File: src/common/axi_pkg.sv
package axi_pkg;

   // Burst type, INCR only
   localparam logic [1:0] BURST_INCR = 2'b01;

   // Beat size of 4 bytes
   localparam logic [2:0] SIZE_4B = 3'b010;

   // Normal non-cacheable, modifiable
   localparam logic [3:0] CACHE_MODIFIABLE = 4'b0010;

   // Unprivileged, non-secure, data access
   localparam logic [2:0] PROT_DATA = 3'b010;

   // Write response codes
   typedef enum logic [1:0] {
      OKAY   = 2'b00,
      EXOKAY = 2'b01,
      SLVERR = 2'b10,
      DECERR = 2'b11
   } resp_e;

endpackage

File: src/common/axis2axi_pkg.sv
package axis2axi_pkg;

   // AXI side widths
   localparam int ADDR_W = 16;
   localparam int DATA_W = 32;
   localparam int LEN_W  = 8;

   // Burst of 8 beats
   localparam int BURST_W    = 3;
   localparam int BURST_SIZE = 2 ** BURST_W;

   // FIFO of 16 words, level counts 0..16
   localparam int BUFFER_W = 4;
   localparam int LEVEL_W  = 5;

   localparam int N_CHAN = 2;

   // Per-channel burst writer
   typedef enum logic [1:0] {
      WAIT_DATA      = 2'd0,
      START_TRANSFER = 2'd1,
      TRANSFER       = 2'd2,
      WAIT_BRESP     = 2'd3
   } wr_state_e;

   // Shared write port owner
   typedef enum logic [1:0] {
      ARB_IDLE = 2'd0,
      ARB_BUSY = 2'd1,
      ARB_RESP = 2'd2
   } arb_state_e;

endpackage

File: src/axis2axi_in/axis2axi_in.sv
`timescale 1ns/10ps

module axis2axi_in (
   input  logic                             clk_i,
   input  logic                             arst_n_i,
   // Configuration
   input  logic [axis2axi_pkg::ADDR_W-1:0]  cfg_addr_i,
   input  logic                             cfg_valid_i,
   output logic                             cfg_ready_o,
   // Stream input
   input  logic [axis2axi_pkg::DATA_W-1:0]  s_data_i,
   input  logic                             s_valid_i,
   output logic                             s_ready_o,
   // AXI write
   output logic                             awvalid_o,
   output logic [axis2axi_pkg::ADDR_W-1:0]  awaddr_o,
   output logic [axis2axi_pkg::LEN_W-1:0]   awlen_o,
   input  logic                             awready_i,
   output logic                             wvalid_o,
   output logic [axis2axi_pkg::DATA_W-1:0]  wdata_o,
   output logic                             wlast_o,
   input  logic                             wready_i,
   input  logic                             bvalid_i
);

   axis2axi_pkg::wr_state_e state_q;

   logic [axis2axi_pkg::ADDR_W-1:0]  addr_q;
   logic [axis2axi_pkg::LEN_W-1:0]   awlen_q;
   logic [axis2axi_pkg::LEN_W-1:0]   beat_q;
   logic                             wlast_q;
   logic [axis2axi_pkg::LEVEL_W-1:0] fifo_level;
   logic                             fifo_full;
   logic                             fifo_empty;
   logic                             fifo_rd;
   logic                             normal_possible;
   logic                             final_possible;
   logic                             start_burst;
   logic                             w_hs;
   logic [axis2axi_pkg::BURST_W:0]   fill_len;
   logic [axis2axi_pkg::BURST_W:0]   burst_len;
   logic [12:0]                      page_bytes;
   logic [axis2axi_pkg::ADDR_W-1:0]  burst_bytes;

   assign s_ready_o   = !fifo_full;
   assign cfg_ready_o = (state_q == axis2axi_pkg::WAIT_DATA) && fifo_empty;

   assign awvalid_o = (state_q == axis2axi_pkg::START_TRANSFER);
   assign awaddr_o  = addr_q;
   assign awlen_o   = awlen_q;
   assign wvalid_o  = (state_q == axis2axi_pkg::TRANSFER);
   assign wlast_o   = wlast_q;
   assign w_hs      = wvalid_o && wready_i;

   assign normal_possible = (fifo_level >= axis2axi_pkg::BURST_SIZE);
   assign final_possible  = (fifo_level != '0) && !normal_possible && !s_valid_i;
   assign start_burst     = (state_q == axis2axi_pkg::WAIT_DATA)
                            && (normal_possible || final_possible);

   // Popping at burst start puts the first beat on the FIFO output early
   assign fifo_rd = start_burst || (w_hs && !wlast_q);

   always_comb begin
      if (normal_possible) begin
         fill_len = {1'b1, {axis2axi_pkg::BURST_W{1'b0}}};
      end else begin
         fill_len = fifo_level[axis2axi_pkg::BURST_W:0];
      end
   end

   // Clip to the words left in the 4 KB page
   assign page_bytes = 13'h1000 - {1'b0, addr_q[11:0]};
   always_comb begin
      burst_len = fill_len;
      if (fill_len > page_bytes[12:2]) begin
         burst_len = page_bytes[axis2axi_pkg::BURST_W+2:2];
      end
   end

   assign burst_bytes = {{(axis2axi_pkg::ADDR_W-axis2axi_pkg::LEN_W-2){1'b0}}, awlen_q, 2'b00}
                        + 'd4;

   always_ff @(posedge clk_i or negedge arst_n_i) begin
      if (!arst_n_i) begin
         state_q <= axis2axi_pkg::WAIT_DATA;
         awlen_q <= '0;
         beat_q  <= '0;
         wlast_q <= 1'b0;
      end else begin
         case (state_q)
            axis2axi_pkg::WAIT_DATA: begin
               beat_q <= '0;
               if (start_burst) begin
                  awlen_q <= {{(axis2axi_pkg::LEN_W-axis2axi_pkg::BURST_W-1){1'b0}},
                              burst_len - 1'b1};
                  state_q <= axis2axi_pkg::START_TRANSFER;
               end
            end
            axis2axi_pkg::START_TRANSFER: begin
               if (awready_i) begin
                  // Single-beat burst is last from the start
                  wlast_q <= (awlen_q == '0);
                  state_q <= axis2axi_pkg::TRANSFER;
               end
            end
            axis2axi_pkg::TRANSFER: begin
               if (w_hs) begin
                  beat_q  <= beat_q + 1'b1;
                  wlast_q <= !wlast_q && (beat_q + 1'b1 == awlen_q);
                  if (wlast_q) begin
                     state_q <= axis2axi_pkg::WAIT_BRESP;
                  end
               end
            end
            default: begin
               if (bvalid_i) begin
                  state_q <= axis2axi_pkg::WAIT_DATA;
               end
            end
         endcase
      end
   end

   always_ff @(posedge clk_i or negedge arst_n_i) begin
      if (!arst_n_i) begin
         addr_q <= '0;
      end else if (cfg_valid_i && cfg_ready_o) begin
         addr_q <= cfg_addr_i;
      end else if (w_hs && wlast_q) begin
         addr_q <= addr_q + burst_bytes;
      end
   end

   stream_fifo u_fifo (
      .clk_i    (clk_i),
      .arst_n_i (arst_n_i),
      .w_en_i   (s_valid_i && s_ready_o),
      .w_data_i (s_data_i),
      .w_full_o (fifo_full),
      .r_en_i   (fifo_rd),
      .r_data_o (wdata_o),
      .r_empty_o(fifo_empty),
      .level_o  (fifo_level)
   );

   a_awlen_stable: assert property (@(posedge clk_i) disable iff (!arst_n_i)
      awvalid_o && !awready_i |=> awvalid_o && $stable(awlen_o) && $stable(awaddr_o));

   // wlast comes from its own register, so check it against the beat count
   a_wlast_count: assert property (@(posedge clk_i) disable iff (!arst_n_i)
      wlast_o |-> wvalid_o && (beat_q == awlen_o));

endmodule

File: src/logic/axi_write_arbiter.sv
`timescale 1ns/10ps

module axi_write_arbiter (
   input  logic                                                      clk_i,
   input  logic                                                      arst_n_i,
   // Channel side
   input  logic [axis2axi_pkg::N_CHAN-1:0]                           ch_awvalid_i,
   input  logic [axis2axi_pkg::N_CHAN-1:0][axis2axi_pkg::ADDR_W-1:0] ch_awaddr_i,
   input  logic [axis2axi_pkg::N_CHAN-1:0][axis2axi_pkg::LEN_W-1:0]  ch_awlen_i,
   output logic [axis2axi_pkg::N_CHAN-1:0]                           ch_awready_o,
   input  logic [axis2axi_pkg::N_CHAN-1:0]                           ch_wvalid_i,
   input  logic [axis2axi_pkg::N_CHAN-1:0][axis2axi_pkg::DATA_W-1:0] ch_wdata_i,
   input  logic [axis2axi_pkg::N_CHAN-1:0]                           ch_wlast_i,
   output logic [axis2axi_pkg::N_CHAN-1:0]                           ch_wready_o,
   output logic [axis2axi_pkg::N_CHAN-1:0]                           ch_bvalid_o,
   // Memory side
   output logic                                                      m_awvalid_o,
   output logic [axis2axi_pkg::ADDR_W-1:0]                           m_awaddr_o,
   output logic [axis2axi_pkg::LEN_W-1:0]                            m_awlen_o,
   input  logic                                                      m_awready_i,
   output logic                                                      m_wvalid_o,
   output logic [axis2axi_pkg::DATA_W-1:0]                           m_wdata_o,
   output logic                                                      m_wlast_o,
   input  logic                                                      m_wready_i,
   input  logic                                                      m_bvalid_i
);

   typedef logic [$clog2(axis2axi_pkg::N_CHAN)-1:0] idx_t;

   axis2axi_pkg::arb_state_e state_q;

   idx_t grant_q;
   idx_t last_q;
   idx_t sel;
   idx_t cur;
   logic any_req;

   assign any_req = |ch_awvalid_i;

   // Nearest requester after the last winner; walking down lets the closest one win
   always_comb begin
      idx_t cand;
      sel = last_q;
      for (int i = axis2axi_pkg::N_CHAN; i >= 1; i--) begin
         cand = idx_t'((int'(last_q) + i) % axis2axi_pkg::N_CHAN);
         if (ch_awvalid_i[cand]) sel = cand;
      end
   end

   // Grant is combinational while idle
   assign cur = (state_q == axis2axi_pkg::ARB_IDLE) ? sel : grant_q;

   assign m_awvalid_o = (state_q != axis2axi_pkg::ARB_RESP) && ch_awvalid_i[cur];
   assign m_awaddr_o  = ch_awaddr_i[cur];
   assign m_awlen_o   = ch_awlen_i[cur];
   assign m_wvalid_o  = (state_q == axis2axi_pkg::ARB_BUSY) && ch_wvalid_i[cur];
   assign m_wdata_o   = ch_wdata_i[cur];
   assign m_wlast_o   = ch_wlast_i[cur];

   always_comb begin
      ch_awready_o      = '0;
      ch_wready_o       = '0;
      ch_bvalid_o       = '0;
      ch_awready_o[cur] = (state_q != axis2axi_pkg::ARB_RESP) && m_awready_i;
      ch_wready_o[cur]  = (state_q == axis2axi_pkg::ARB_BUSY) && m_wready_i;
      ch_bvalid_o[cur]  = (state_q == axis2axi_pkg::ARB_RESP) && m_bvalid_i;
   end

   always_ff @(posedge clk_i or negedge arst_n_i) begin
      if (!arst_n_i) begin
         state_q <= axis2axi_pkg::ARB_IDLE;
         grant_q <= '0;
         last_q  <= '0;
      end else begin
         case (state_q)
            axis2axi_pkg::ARB_IDLE: begin
               if (any_req) begin
                  grant_q <= sel;
                  last_q  <= sel;
                  state_q <= axis2axi_pkg::ARB_BUSY;
               end
            end
            axis2axi_pkg::ARB_BUSY: begin
               if (m_wvalid_o && m_wready_i && m_wlast_o) state_q <= axis2axi_pkg::ARB_RESP;
            end
            default: begin
               if (m_bvalid_i) state_q <= axis2axi_pkg::ARB_IDLE;
            end
         endcase
      end
   end

   a_grant_held: assert property (@(posedge clk_i) disable iff (!arst_n_i)
      m_awvalid_o && m_awready_i |=> ($stable(cur) throughout m_bvalid_i [->1]));

endmodule

File: src/logic/axis2axi_wr.sv
`timescale 1ns/10ps

module axis2axi_wr (
   input  logic                                                      clk_i,
   input  logic                                                      arst_n_i,
   // Per-channel configuration and stream
   input  logic [axis2axi_pkg::N_CHAN-1:0][axis2axi_pkg::ADDR_W-1:0] cfg_addr_i,
   input  logic [axis2axi_pkg::N_CHAN-1:0]                           cfg_valid_i,
   output logic [axis2axi_pkg::N_CHAN-1:0]                           cfg_ready_o,
   input  logic [axis2axi_pkg::N_CHAN-1:0][axis2axi_pkg::DATA_W-1:0] s_data_i,
   input  logic [axis2axi_pkg::N_CHAN-1:0]                           s_valid_i,
   output logic [axis2axi_pkg::N_CHAN-1:0]                           s_ready_o,
   // Shared AXI write port
   output logic                                                      m_axi_awvalid_o,
   output logic [axis2axi_pkg::ADDR_W-1:0]                           m_axi_awaddr_o,
   output logic [axis2axi_pkg::LEN_W-1:0]                            m_axi_awlen_o,
   output logic [2:0]                                                m_axi_awsize_o,
   output logic [1:0]                                                m_axi_awburst_o,
   output logic [3:0]                                                m_axi_awcache_o,
   output logic [2:0]                                                m_axi_awprot_o,
   input  logic                                                      m_axi_awready_i,
   output logic                                                      m_axi_wvalid_o,
   output logic [axis2axi_pkg::DATA_W-1:0]                           m_axi_wdata_o,
   output logic [axis2axi_pkg::DATA_W/8-1:0]                         m_axi_wstrb_o,
   output logic                                                      m_axi_wlast_o,
   input  logic                                                      m_axi_wready_i,
   input  logic                                                      m_axi_bvalid_i,
   input  logic [1:0]                                                m_axi_bresp_i,
   output logic                                                      m_axi_bready_o
);

   logic [axis2axi_pkg::N_CHAN-1:0]                           ch_awvalid;
   logic [axis2axi_pkg::N_CHAN-1:0][axis2axi_pkg::ADDR_W-1:0] ch_awaddr;
   logic [axis2axi_pkg::N_CHAN-1:0][axis2axi_pkg::LEN_W-1:0]  ch_awlen;
   logic [axis2axi_pkg::N_CHAN-1:0]                           ch_awready;
   logic [axis2axi_pkg::N_CHAN-1:0]                           ch_wvalid;
   logic [axis2axi_pkg::N_CHAN-1:0][axis2axi_pkg::DATA_W-1:0] ch_wdata;
   logic [axis2axi_pkg::N_CHAN-1:0]                           ch_wlast;
   logic [axis2axi_pkg::N_CHAN-1:0]                           ch_wready;
   logic [axis2axi_pkg::N_CHAN-1:0]                           ch_bvalid;

   // Full-word INCR writes, responses always accepted
   assign m_axi_awsize_o  = axi_pkg::SIZE_4B;
   assign m_axi_awburst_o = axi_pkg::BURST_INCR;
   assign m_axi_awcache_o = axi_pkg::CACHE_MODIFIABLE;
   assign m_axi_awprot_o  = axi_pkg::PROT_DATA;
   assign m_axi_wstrb_o   = '1;
   assign m_axi_bready_o  = 1'b1;

   axis2axi_in u_in0 (
      .clk_i(clk_i), .arst_n_i(arst_n_i),
      .cfg_addr_i(cfg_addr_i[0]), .cfg_valid_i(cfg_valid_i[0]), .cfg_ready_o(cfg_ready_o[0]),
      .s_data_i(s_data_i[0]), .s_valid_i(s_valid_i[0]), .s_ready_o(s_ready_o[0]),
      .awvalid_o(ch_awvalid[0]), .awaddr_o(ch_awaddr[0]), .awlen_o(ch_awlen[0]),
      .awready_i(ch_awready[0]), .wvalid_o(ch_wvalid[0]), .wdata_o(ch_wdata[0]),
      .wlast_o(ch_wlast[0]), .wready_i(ch_wready[0]), .bvalid_i(ch_bvalid[0])
   );

   axis2axi_in u_in1 (
      .clk_i(clk_i), .arst_n_i(arst_n_i),
      .cfg_addr_i(cfg_addr_i[1]), .cfg_valid_i(cfg_valid_i[1]), .cfg_ready_o(cfg_ready_o[1]),
      .s_data_i(s_data_i[1]), .s_valid_i(s_valid_i[1]), .s_ready_o(s_ready_o[1]),
      .awvalid_o(ch_awvalid[1]), .awaddr_o(ch_awaddr[1]), .awlen_o(ch_awlen[1]),
      .awready_i(ch_awready[1]), .wvalid_o(ch_wvalid[1]), .wdata_o(ch_wdata[1]),
      .wlast_o(ch_wlast[1]), .wready_i(ch_wready[1]), .bvalid_i(ch_bvalid[1])
   );

   axi_write_arbiter u_arb (
      .clk_i(clk_i), .arst_n_i(arst_n_i),
      .ch_awvalid_i(ch_awvalid), .ch_awaddr_i(ch_awaddr), .ch_awlen_i(ch_awlen),
      .ch_awready_o(ch_awready), .ch_wvalid_i(ch_wvalid), .ch_wdata_i(ch_wdata),
      .ch_wlast_i(ch_wlast), .ch_wready_o(ch_wready), .ch_bvalid_o(ch_bvalid),
      .m_awvalid_o(m_axi_awvalid_o), .m_awaddr_o(m_axi_awaddr_o), .m_awlen_o(m_axi_awlen_o),
      .m_awready_i(m_axi_awready_i), .m_wvalid_o(m_axi_wvalid_o), .m_wdata_o(m_axi_wdata_o),
      .m_wlast_o(m_axi_wlast_o), .m_wready_i(m_axi_wready_i), .m_bvalid_i(m_axi_bvalid_i)
   );

   // Writers ignore the response code, so an error here would go unnoticed
   a_resp_okay: assert property (@(posedge clk_i) disable iff (!arst_n_i)
      m_axi_bvalid_i |-> (m_axi_bresp_i == axi_pkg::OKAY));

endmodule

File: src/logic/stream_fifo.sv
`timescale 1ns/10ps

module stream_fifo (
   input  logic                             clk_i,
   input  logic                             arst_n_i,
   input  logic                             w_en_i,
   input  logic [axis2axi_pkg::DATA_W-1:0]  w_data_i,
   output logic                             w_full_o,
   input  logic                             r_en_i,
   output logic [axis2axi_pkg::DATA_W-1:0]  r_data_o,
   output logic                             r_empty_o,
   output logic [axis2axi_pkg::LEVEL_W-1:0] level_o
);

   logic [axis2axi_pkg::DATA_W-1:0]   mem [2**axis2axi_pkg::BUFFER_W];
   logic [axis2axi_pkg::BUFFER_W-1:0] w_ptr_q;
   logic [axis2axi_pkg::BUFFER_W-1:0] r_ptr_q;
   logic [axis2axi_pkg::LEVEL_W-1:0]  level_q;
   logic                              push;
   logic                              pop;

   // Level MSB set means all 16 slots taken
   assign w_full_o  = level_q[axis2axi_pkg::BUFFER_W];
   assign r_empty_o = (level_q == '0);
   assign level_o   = level_q;

   assign push = w_en_i && !w_full_o;
   assign pop  = r_en_i && !r_empty_o;

   always_ff @(posedge clk_i) begin
      if (push) begin
         mem[w_ptr_q] <= w_data_i;
      end
   end

   // Read data shows up one cycle after the pop
   always_ff @(posedge clk_i) begin
      if (pop) begin
         r_data_o <= mem[r_ptr_q];
      end
   end

   always_ff @(posedge clk_i or negedge arst_n_i) begin
      if (!arst_n_i) begin
         w_ptr_q <= '0;
         r_ptr_q <= '0;
         level_q <= '0;
      end else begin
         if (push) w_ptr_q <= w_ptr_q + 1'b1;
         if (pop) r_ptr_q <= r_ptr_q + 1'b1;
         case ({push, pop})
            2'b10:   level_q <= level_q + 1'b1;
            2'b01:   level_q <= level_q - 1'b1;
            default: level_q <= level_q;
         endcase
      end
   end

   // The writer must gate its own push and pop
   a_no_push_full: assert property (@(posedge clk_i) disable iff (!arst_n_i)
      w_en_i |-> !w_full_o);
   a_no_pop_empty: assert property (@(posedge clk_i) disable iff (!arst_n_i)
      r_en_i |-> !r_empty_o);

endmodule

File: config.mk
export PLATFORM = sky130hd
export DESIGN_NAME = axis2axi_wr
export DESIGN_NICKNAME = d
export VERILOG_FILES = /design/src/common/axi_pkg.sv /design/src/common/axis2axi_pkg.sv /design/src/axis2axi_in/axis2axi_in.sv /design/src/logic/axi_write_arbiter.sv /design/src/logic/axis2axi_wr.sv /design/src/logic/stream_fifo.sv
export SDC_FILE = /design/constraint.sdc
export NUM_CORES = 1
export LEC_CHECK = 0
export BUFFER_PORTS_ARGS = -buffer_cell sky130_fd_sc_hd__buf_2
export CORE_MARGIN = 3
export CORE_UTILIZATION = 35
export DETAILED_ROUTE_END_ITERATION = 10
export PLACE_DENSITY = 0.55
export REMOVE_ABC_BUFFERS = 1
export SYNTH_ARGS = -nofsm -noshare
export SYNTH_HDL_FRONTEND = slang
export SYNTH_SLANG_ARGS = --single-unit
File: constraint.sdc
create_clock -name clk_i -period 5.6 [get_ports clk_i]
set_input_delay 0.56 -clock clk_i [delete_from_list [all_inputs] [get_ports clk_i]]
set_output_delay 0.56 -clock clk_i [all_outputs]
set_load 0.02 [all_outputs]
* After elaboration in Yosys (flattened, before gate mapping) *
Memory sizes are Yosys's and may differ from the RTL's. A register that Yosys moved wholly into a read port is not among the register bits.
Index checks and enable logic that the tools add are counted.

operators by class
  add/sub/neg operators = 20
  multipliers = 0
  divide/modulo/power cells = 0
  $lt $le $gt $ge = 8
  equality and inequality tests = 23
  shift operators = 0
  muxes and demuxes = 61
  bitwise operators = 3
  reductions and logical operators = 77

operators by type and width
  kind                      count
  $mux W16                  6
  $mux W32                  2
  $add A16 B16 Y16          2
  $logic_and A1 B1 Y1       32
  $pmux W8 S2               2
  $mux W2                   13
  $sub A13 B12 Y13 const A  2
  $mux W8                   3
  $gt A4 B11 Y1             2
  $mux W1                   22
  $mux W4                   5
  $pmux W5 S2               2
  $add A4 B1 Y4 const B     4
  $add A8 B1 Y8 const B     2
  $eq A8 B4 Y1              2
  $logic_not A8 Y1          2
  $ne A2 B2 Y1 const B      8
  $reduce_bool A2 Y1        8
  $add A6 B3 Y7 const B     2
  $pmux W2 S3               2
  $add A5 B1 Y5 const B     2
  $eq A2 B1 Y1 const B      5
  $eq A2 B2 Y1 const B      5
  $ge A5 B4 Y1 const B      2
  other kinds (21)          55

storage, ports and cells
  flip-flop bits (word level) = 91
  bits in latches = 0
  RAM bits = 1024
  memory bits (read-only) = 0
  input port bits = 107
  output and inout port bits = 80
  memories = 2

memory list
  name              words  bits a word  rd ports  clocked after Yosys merged registers in  wr ports  line               RTL
  u_in0.u_fifo.mem  16     32           1         1                                        1         stream_fifo.sv:15  logic [axis2axi_pkg::DATA_W-1:0] mem [2**axis2axi_pkg::BUFFER_W];
  u_in1.u_fifo.mem  16     32           1         1                                        1         stream_fifo.sv:15

* Longest topological paths before layout *
  depth in word-level cells = 17
  depth in mapped cells = 17
  mapped depth without buffers = 16

* Hierarchy *
A second synthesis with hierarchy kept.

second synthesis, totals
  cell total of the unflattened synthesis = 2729
  area total of the unflattened synthesis = 48469.0 sq um

by module, submodules not included
  module               instances  cells an instance  area each (sq um)  sequential area each (sq um)
  stream_fifo          2          1043               21326.7            16661.0
  axis2axi_in (u_in1)  1          268                2354.8             775.7
  axis2axi_in (u_in0)  1          259                2309.7             775.7
  axi_write_arbiter    1          97                 1016.0             75.1
  axis2axi_wr          1          19                 135.1              0.0

* Worst setup path before layout *
No wires, ideal clock.

  kind = reg-to-reg
  start point = reg u_in0.state_q[0]
  end point = reg u_in0.u_fifo.level_q (netlist bit u_in0.u_fifo.level_o[4])
  library setup time = 123 ps
  arrival = 4455 ps
  setup slack = 1023 ps
  stages on the path, launching flop included = 15
  path buffers = 1
  clock period less this slack = 4577 ps
  cell sequence = dfrtp_1 -> inv_1 -> ha_1 -> buf_2 -> nand2b_1 -> o41ai_2 -> ha_1 -> inv_1 -> fa_1 -> inv_1 -> a21o_1 -> a21oi_1 -> xnor2_1 -> nor2_1 -> xnor2_1

on the way
  word-level cells in the longest chain between the ends = 17
  elaborated cells between the ends (all ways) = 25
  classes of those cells = order compare (2); eq/ne (4); mux (10); bitwise (1); reduce/logical (8)

RTL lines
  what                                                                       line                     RTL
  start, declared                                                            axis2axi_in.sv:26        axis2axi_pkg::wr_state_e state_q;
  start signal, assigned                                                     axis2axi_in.sv:85        state_q <= axis2axi_pkg::WAIT_DATA;
  start signal, assigned                                                     axis2axi_in.sv:96        state_q <= axis2axi_pkg::START_TRANSFER;
  start signal, assigned                                                     axis2axi_in.sv:103       state_q <= axis2axi_pkg::TRANSFER;
  $eq A2 B1 Y1                                                               axis2axi_in.sv:48        assign awvalid_o = (state_q == axis2axi_pkg::START_TRANSFER);
  $mux W1 (not written as such) (2 in series)                                axi_write_arbiter.sv:46  if (ch_awvalid_i[cand]) sel = cand;
  $mux W1 (2 in series)                                                      axi_write_arbiter.sv:46
  $mux W1                                                                    axi_write_arbiter.sv:51  assign cur = (state_q == axis2axi_pkg::ARB_IDLE) ? sel : grant_q;
  $lt A1 B2 Y1 (not written as such) / $ge A1 B1 Y1 (equally long branches)  axi_write_arbiter.sv:65  ch_wready_o[cur] = (state_q == axis2axi_pkg::ARB_BUSY) && m_wready_i;
  $logic_and A1 B1 Y1                                                        axi_write_arbiter.sv:65
  $mux W1 (not written as such)                                              axi_write_arbiter.sv:65
  $demux W1 S1                                                               n/a
  $and A2 B2 Y2 (no line)                                                    n/a
  $logic_and A1 B1 Y1                                                        axis2axi_in.sv:53        assign w_hs = wvalid_o && wready_i;
  $logic_and A1 B1 Y1                                                        axis2axi_in.sv:61        assign fifo_rd = start_burst || (w_hs && !wlast_q);
  $logic_or A1 B1 Y1 (*)                                                     axis2axi_in.sv:61
  $logic_and A1 B1 Y1 (*)                                                    stream_fifo.sv:28        assign pop = r_en_i && !r_empty_o;
  via u_in0.u_fifo.pop                                                       stream_fifo.sv:20        logic pop;
  $eq A2 B1 Y1 / $eq A2 B2 Y1 (equally long branches)                        stream_fifo.sv:51        case ({push, pop})
  $pmux W5 S2 / $reduce_bool A2 Y1 (equally long branches)                   n/a
  end signal, assigned                                                       stream_fifo.sv:52        2'b10: level_q <= level_q + 1'b1;
  end signal, assigned                                                       stream_fifo.sv:53        2'b01: level_q <= level_q - 1'b1;
  end signal, assigned                                                       stream_fifo.sv:54        default: level_q <= level_q;
  end, declared                                                              stream_fifo.sv:18        logic [axis2axi_pkg::LEVEL_W-1:0] level_q;

The timed path passes the listed nets; every way through them passes the cells marked *. The select of a mux whose other input is x is not followed.
A chain may end at the register's enable or synchronous reset.

* Worst setup path after layout *
  start point = reg u_in1.state_q[1]
  end point = out m_axi_wdata_o[0] (netlist bit)

on the way
  word-level cells in the longest chain between the ends = 8
  elaborated cells between the ends (all ways) = 10
  classes of those cells = eq/ne (1); mux (9)

RTL lines
  what                                              line                     RTL
  start, declared                                   axis2axi_in.sv:26
  start signal, assigned                            axis2axi_in.sv:85
  start signal, assigned                            axis2axi_in.sv:96
  start signal, assigned                            axis2axi_in.sv:103
  $eq A2 B1 Y1 (*)                                  axis2axi_in.sv:48
  $mux W1 (not written as such) (2 in series)       axi_write_arbiter.sv:46
  $mux W1                                           axi_write_arbiter.sv:46
  $mux W1 (*)                                       axi_write_arbiter.sv:46
  $mux W1 (*)                                       axi_write_arbiter.sv:51
  $mux W32 (not written as such) (*) (2 in series)  axi_write_arbiter.sv:57  assign m_wdata_o = ch_wdata_i[cur];
  end, declared                                     axis2axi_wr.sv:23        output logic [axis2axi_pkg::DATA_W-1:0] m_axi_wdata_o,

Every way passes the cells marked *; elsewhere a longest branch is shown, timed or not. The select of a mux whose other input is x is not followed.

==> impl_metrics.yaml <==
sta:
  drv_slew: 0
  fmax_mhz: 229.4
  rsz0062_at_grt: "false"
  worst_pin_slew_ns: 1.145
  fin_crit_ns: 4.359
  fin_setup_tns_ns: 0
  finalCritPeriodShare_pct: 77.83
  layout_setup_ws_ns: 1.241
  fin_skew_ns: 0.06771
  worst_slew_margin_rel_pct: 23.69
  finalHoldViolations: 0
  setup_violations: 0
synth:
  synth_async_sr_flop_share_pct: 7.718
  syn_area_sq_mm: 0.04825
  synthFlopType: "edfxtp_1"
  yosysWarnings: 0
  syn_area_per_cell_sq_um: 16.61
  ys_types: 68
  synth_seq_cells: 1179
  synthCells: 2904
  synth_edf_count: 1088
  ys_seq_area_share_pct: 72.43
floorplanning:
  die_y_microns: 377.3
  fp-row-count: 135
  die_area_sq_mm: 0.1423
  die_x_microns: 377.3
  io_pins: 187
  start_util_pct: 35.44
  core_sq_mm: 0.1361
power:
  ir_worst_vdd_v: 0.0003978
  switching_share_pct: 34.74
  p_sw_mw: 9.986
  p_seq_share_pct: 41.5
  powerDensity_mw_per_mm2: 522.0
  p_int_mw: 18.76
  clkPwrFrac_pct: 27.4
  power_leakage_nw: 19.22
  comb_power_share_pct: 31.1
setup_path:
  cp_data_required_time_ns: 5.04
  worst_setup_path_start_kind: "register"
  crit_path_end_kind: "primary output"
  rrSetupSlack_ns: 1.66
  path_class: "register to primary output"
  r2r-start: "u_in1.state_q[1]"
  r2r_cells: 16
  cp_max_fo: 34
  cp_data_arrival_time_ns: 3.80
  timing.rr.end: "u_in1.u_fifo.level_o[4]"
detailed_routing:
  wl_per_cell_microns: 24.34
  vias_per_cell: 5.214
  dr.pass1.iters: 5
  vias: 26010
  routed_wl_mm: 121.4
  ant_nets: 0
  drt_iter0_markers: 2384
  drc: 0
clocking:
  cts.clk_slew.worst_paths_ns: 0.06
  cts_tree: "done"
  cts.sinks: 1179
  htreeDepth: 3
  hold_buffers: 1
  clock_latency_ns: 0.75
  cts_resized: 0
  cts_buffer_depth: 3
  cts_made_buffers: 121
  cts_setup_buffers: 0
  cts-root-buf: "clkbuf_16"
layout:
  fin_cells: 4989
  final_cell_mix: "1088 x edfxtp_1, 303 x nand2_1, 216 x mux2i_1, 165 x o21ai_0, 162 x buf_2"
  drive_gt1_share_pct: 20.18
  syn2layout_area_growth_pct: 14.13
  final_cell_area_sq_mm: 0.05506
  fin_util_pct: 40.45
  nets: 3260
  final_common_cell: "edfxtp_1"
place:
  dpl.hpwl_mm: 70.92
  place_ws_ns: 1.637
  dp_cells: 4755
  io_buffers: 163
  post_dp_cell_area_sq_mm: 0.05113
  place.gp.congestion: 0.7876
global_routing:
  grt_pass1_wl_mm: 176.6
  grt_overflow: 0
  grt_usage_pct: 16.85
  antenna_found_initial: 24
  grt_pass1_vias: 25560
  grt_start_max_net_pins: 61
min_path:
  min_from: "cfg_addr_i[4]"
  hold_depth: 2
  whs_endpoint: "u_in0.awaddr_o[4]"
  hold_path_class: "primary input to register"
outcome:
  status: "finished, final reports clean"
job:
  cap_violations: 0
## synthesized netlist by cell type (7+ instances only)
cell	number	area [sq um]
a21oi_1	119	595.6
buf_1	16	60.06
mux4_2	128	2883
nand3_1	23	115.1
ha_1	51	638.1
and2_1	39	244.0
a21o_1	7	52.55
xor2_1	18	157.7
nor3_1	14	70.07
o31ai_1	8	60.06
nor2b_1	7	43.79
mux2_2	64	720.7
buf_4	26	195.2
xnor2_1	48	420.4
o21ai_0	165	825.8
buf_2	44	220.2
nor2_1	74	277.8
a22oi_1	64	480.5
dfrtp_1	91	2277
nand2_1	303	1137
edfxtp_1	1088	32670
and3_1	14	87.58
inv_1	39	146.4
a221oi_1	64	560.5
mux2i_1	216	2162
clkbuf_1	82	307.8
nand4_1	8	50.05
## worst max-delay path, stage by stage, from the launching register on
cell and delay (ns):
dfrtp_1 0.39, inv_1 0.09, ha_1 0.30, a21oi_1 0.12, a31o_4 0.37, inv_2 0.61, buf_4 0.54, nand2_1 0.13
nand2_1 0.25, buf_2 0.23
## per-stage QoR
step / hold slack [ns] / total power, mW
6_report: 0.07610 / 28.74
5_1_grt: 0.02875 / 30.32
4_1_cts: 0.005890 / 29.11
3_5_place_dp: 0.5145 / 21.19
3_3_place_gp: 0.5107 / 21.13
2_1_floorplan: 0.2644 / 18.35
## how the worst max path moves through the flow
stage               slack (ns)                        to                    start  depth (start not counted)
global route              0.99          m_axi_wdata_o[0]         u_in1.state_q[1]                          9
detailed placement        1.64   u_in1.u_fifo.level_o[4]         u_in1.state_q[1]                         16
floorplan                -1.94  u_in1.u_fifo.r_data_o[0]  u_in1.u_fifo.r_ptr_q[0]                          3
finish                    1.24          m_axi_wdata_o[0]         u_in1.state_q[1]                          9
global placement          1.67   u_in1.u_fifo.level_o[4]         u_in1.state_q[1]                         16
CTS                       1.17          m_axi_wdata_o[0]         u_in1.state_q[1]                          9
## power by group through the flow
stage	logic (mW)	clock network [mW]	registers [mW]
2_1_floorplan	6.24	0	12.1
3_3_place_gp	9.00	0	12.1
3_5_place_dp	9.05	0	12.1
4_1_cts	9.07	8.07	12.0
5_1_grt	9.84	8.43	12.1
6_report	8.93	7.88	11.9
## sequential cells by signal, indices dropped and copies added (netlist names), 2 cells and up
register / count
u_in1.awaddr_o: 16
u_in1.beat_q: 8
u_in0.u_fifo.r_ptr_q: 4
u_in1.u_fifo.level_o: 5
u_in1.awlen_o: 4
u_in0.awaddr_o: 16
u_in1.u_fifo.r_ptr_q: 4
u_in0.u_fifo.w_ptr_q: 4
u_in0.u_fifo.r_data_o: 32
u_in0.state_q: 2
u_in0.u_fifo.mem: 512
u_in0.beat_q: 8
u_in1.u_fifo.w_ptr_q: 4
u_in1.u_fifo.mem: 512
u_in1.state_q: 2
u_in0.awlen_o: 4
u_in1.u_fifo.r_data_o: 32
u_arb.state_q: 2
u_in0.u_fifo.level_o: 5
## routing by layer
layer	track usage [%]	vias up	share of wire, %
met2	26.60	702	46
li1	-	11710	-
met4	3.775	2	2.2
met5	0	-	0.011
met1	24.59	13420	46
met3	2.689	182	5.6
## area by class of cell
type	instances	area [sq um]
diodes	7	17.52
clock buffers	148	3129
clock inverters	78	777.0
fillers	12420	81080
inverters	41	153.9
multi-input cells	1530	12460
flip-flops and latches	1179	34970
well taps	1781	2228
repair buffers	225	1336
## cells by family (layout without fill, tap and decap cells)
kind of cell	Yosys count	after routing	synth area share, %
AOI/OAI and AO/OA	468	468	6.123
xor gates and xnor gates	66	66	1.198
adders and majority gates	55	55	1.489
buffers and inverters	214	492	2.059
DFF	1179	1179	72.43
muxes	408	408	11.95
other	2	28	0.01557
and+or+nand+nor	512	512	4.733
No activity file was read; power rests on OpenSTA's default activity.
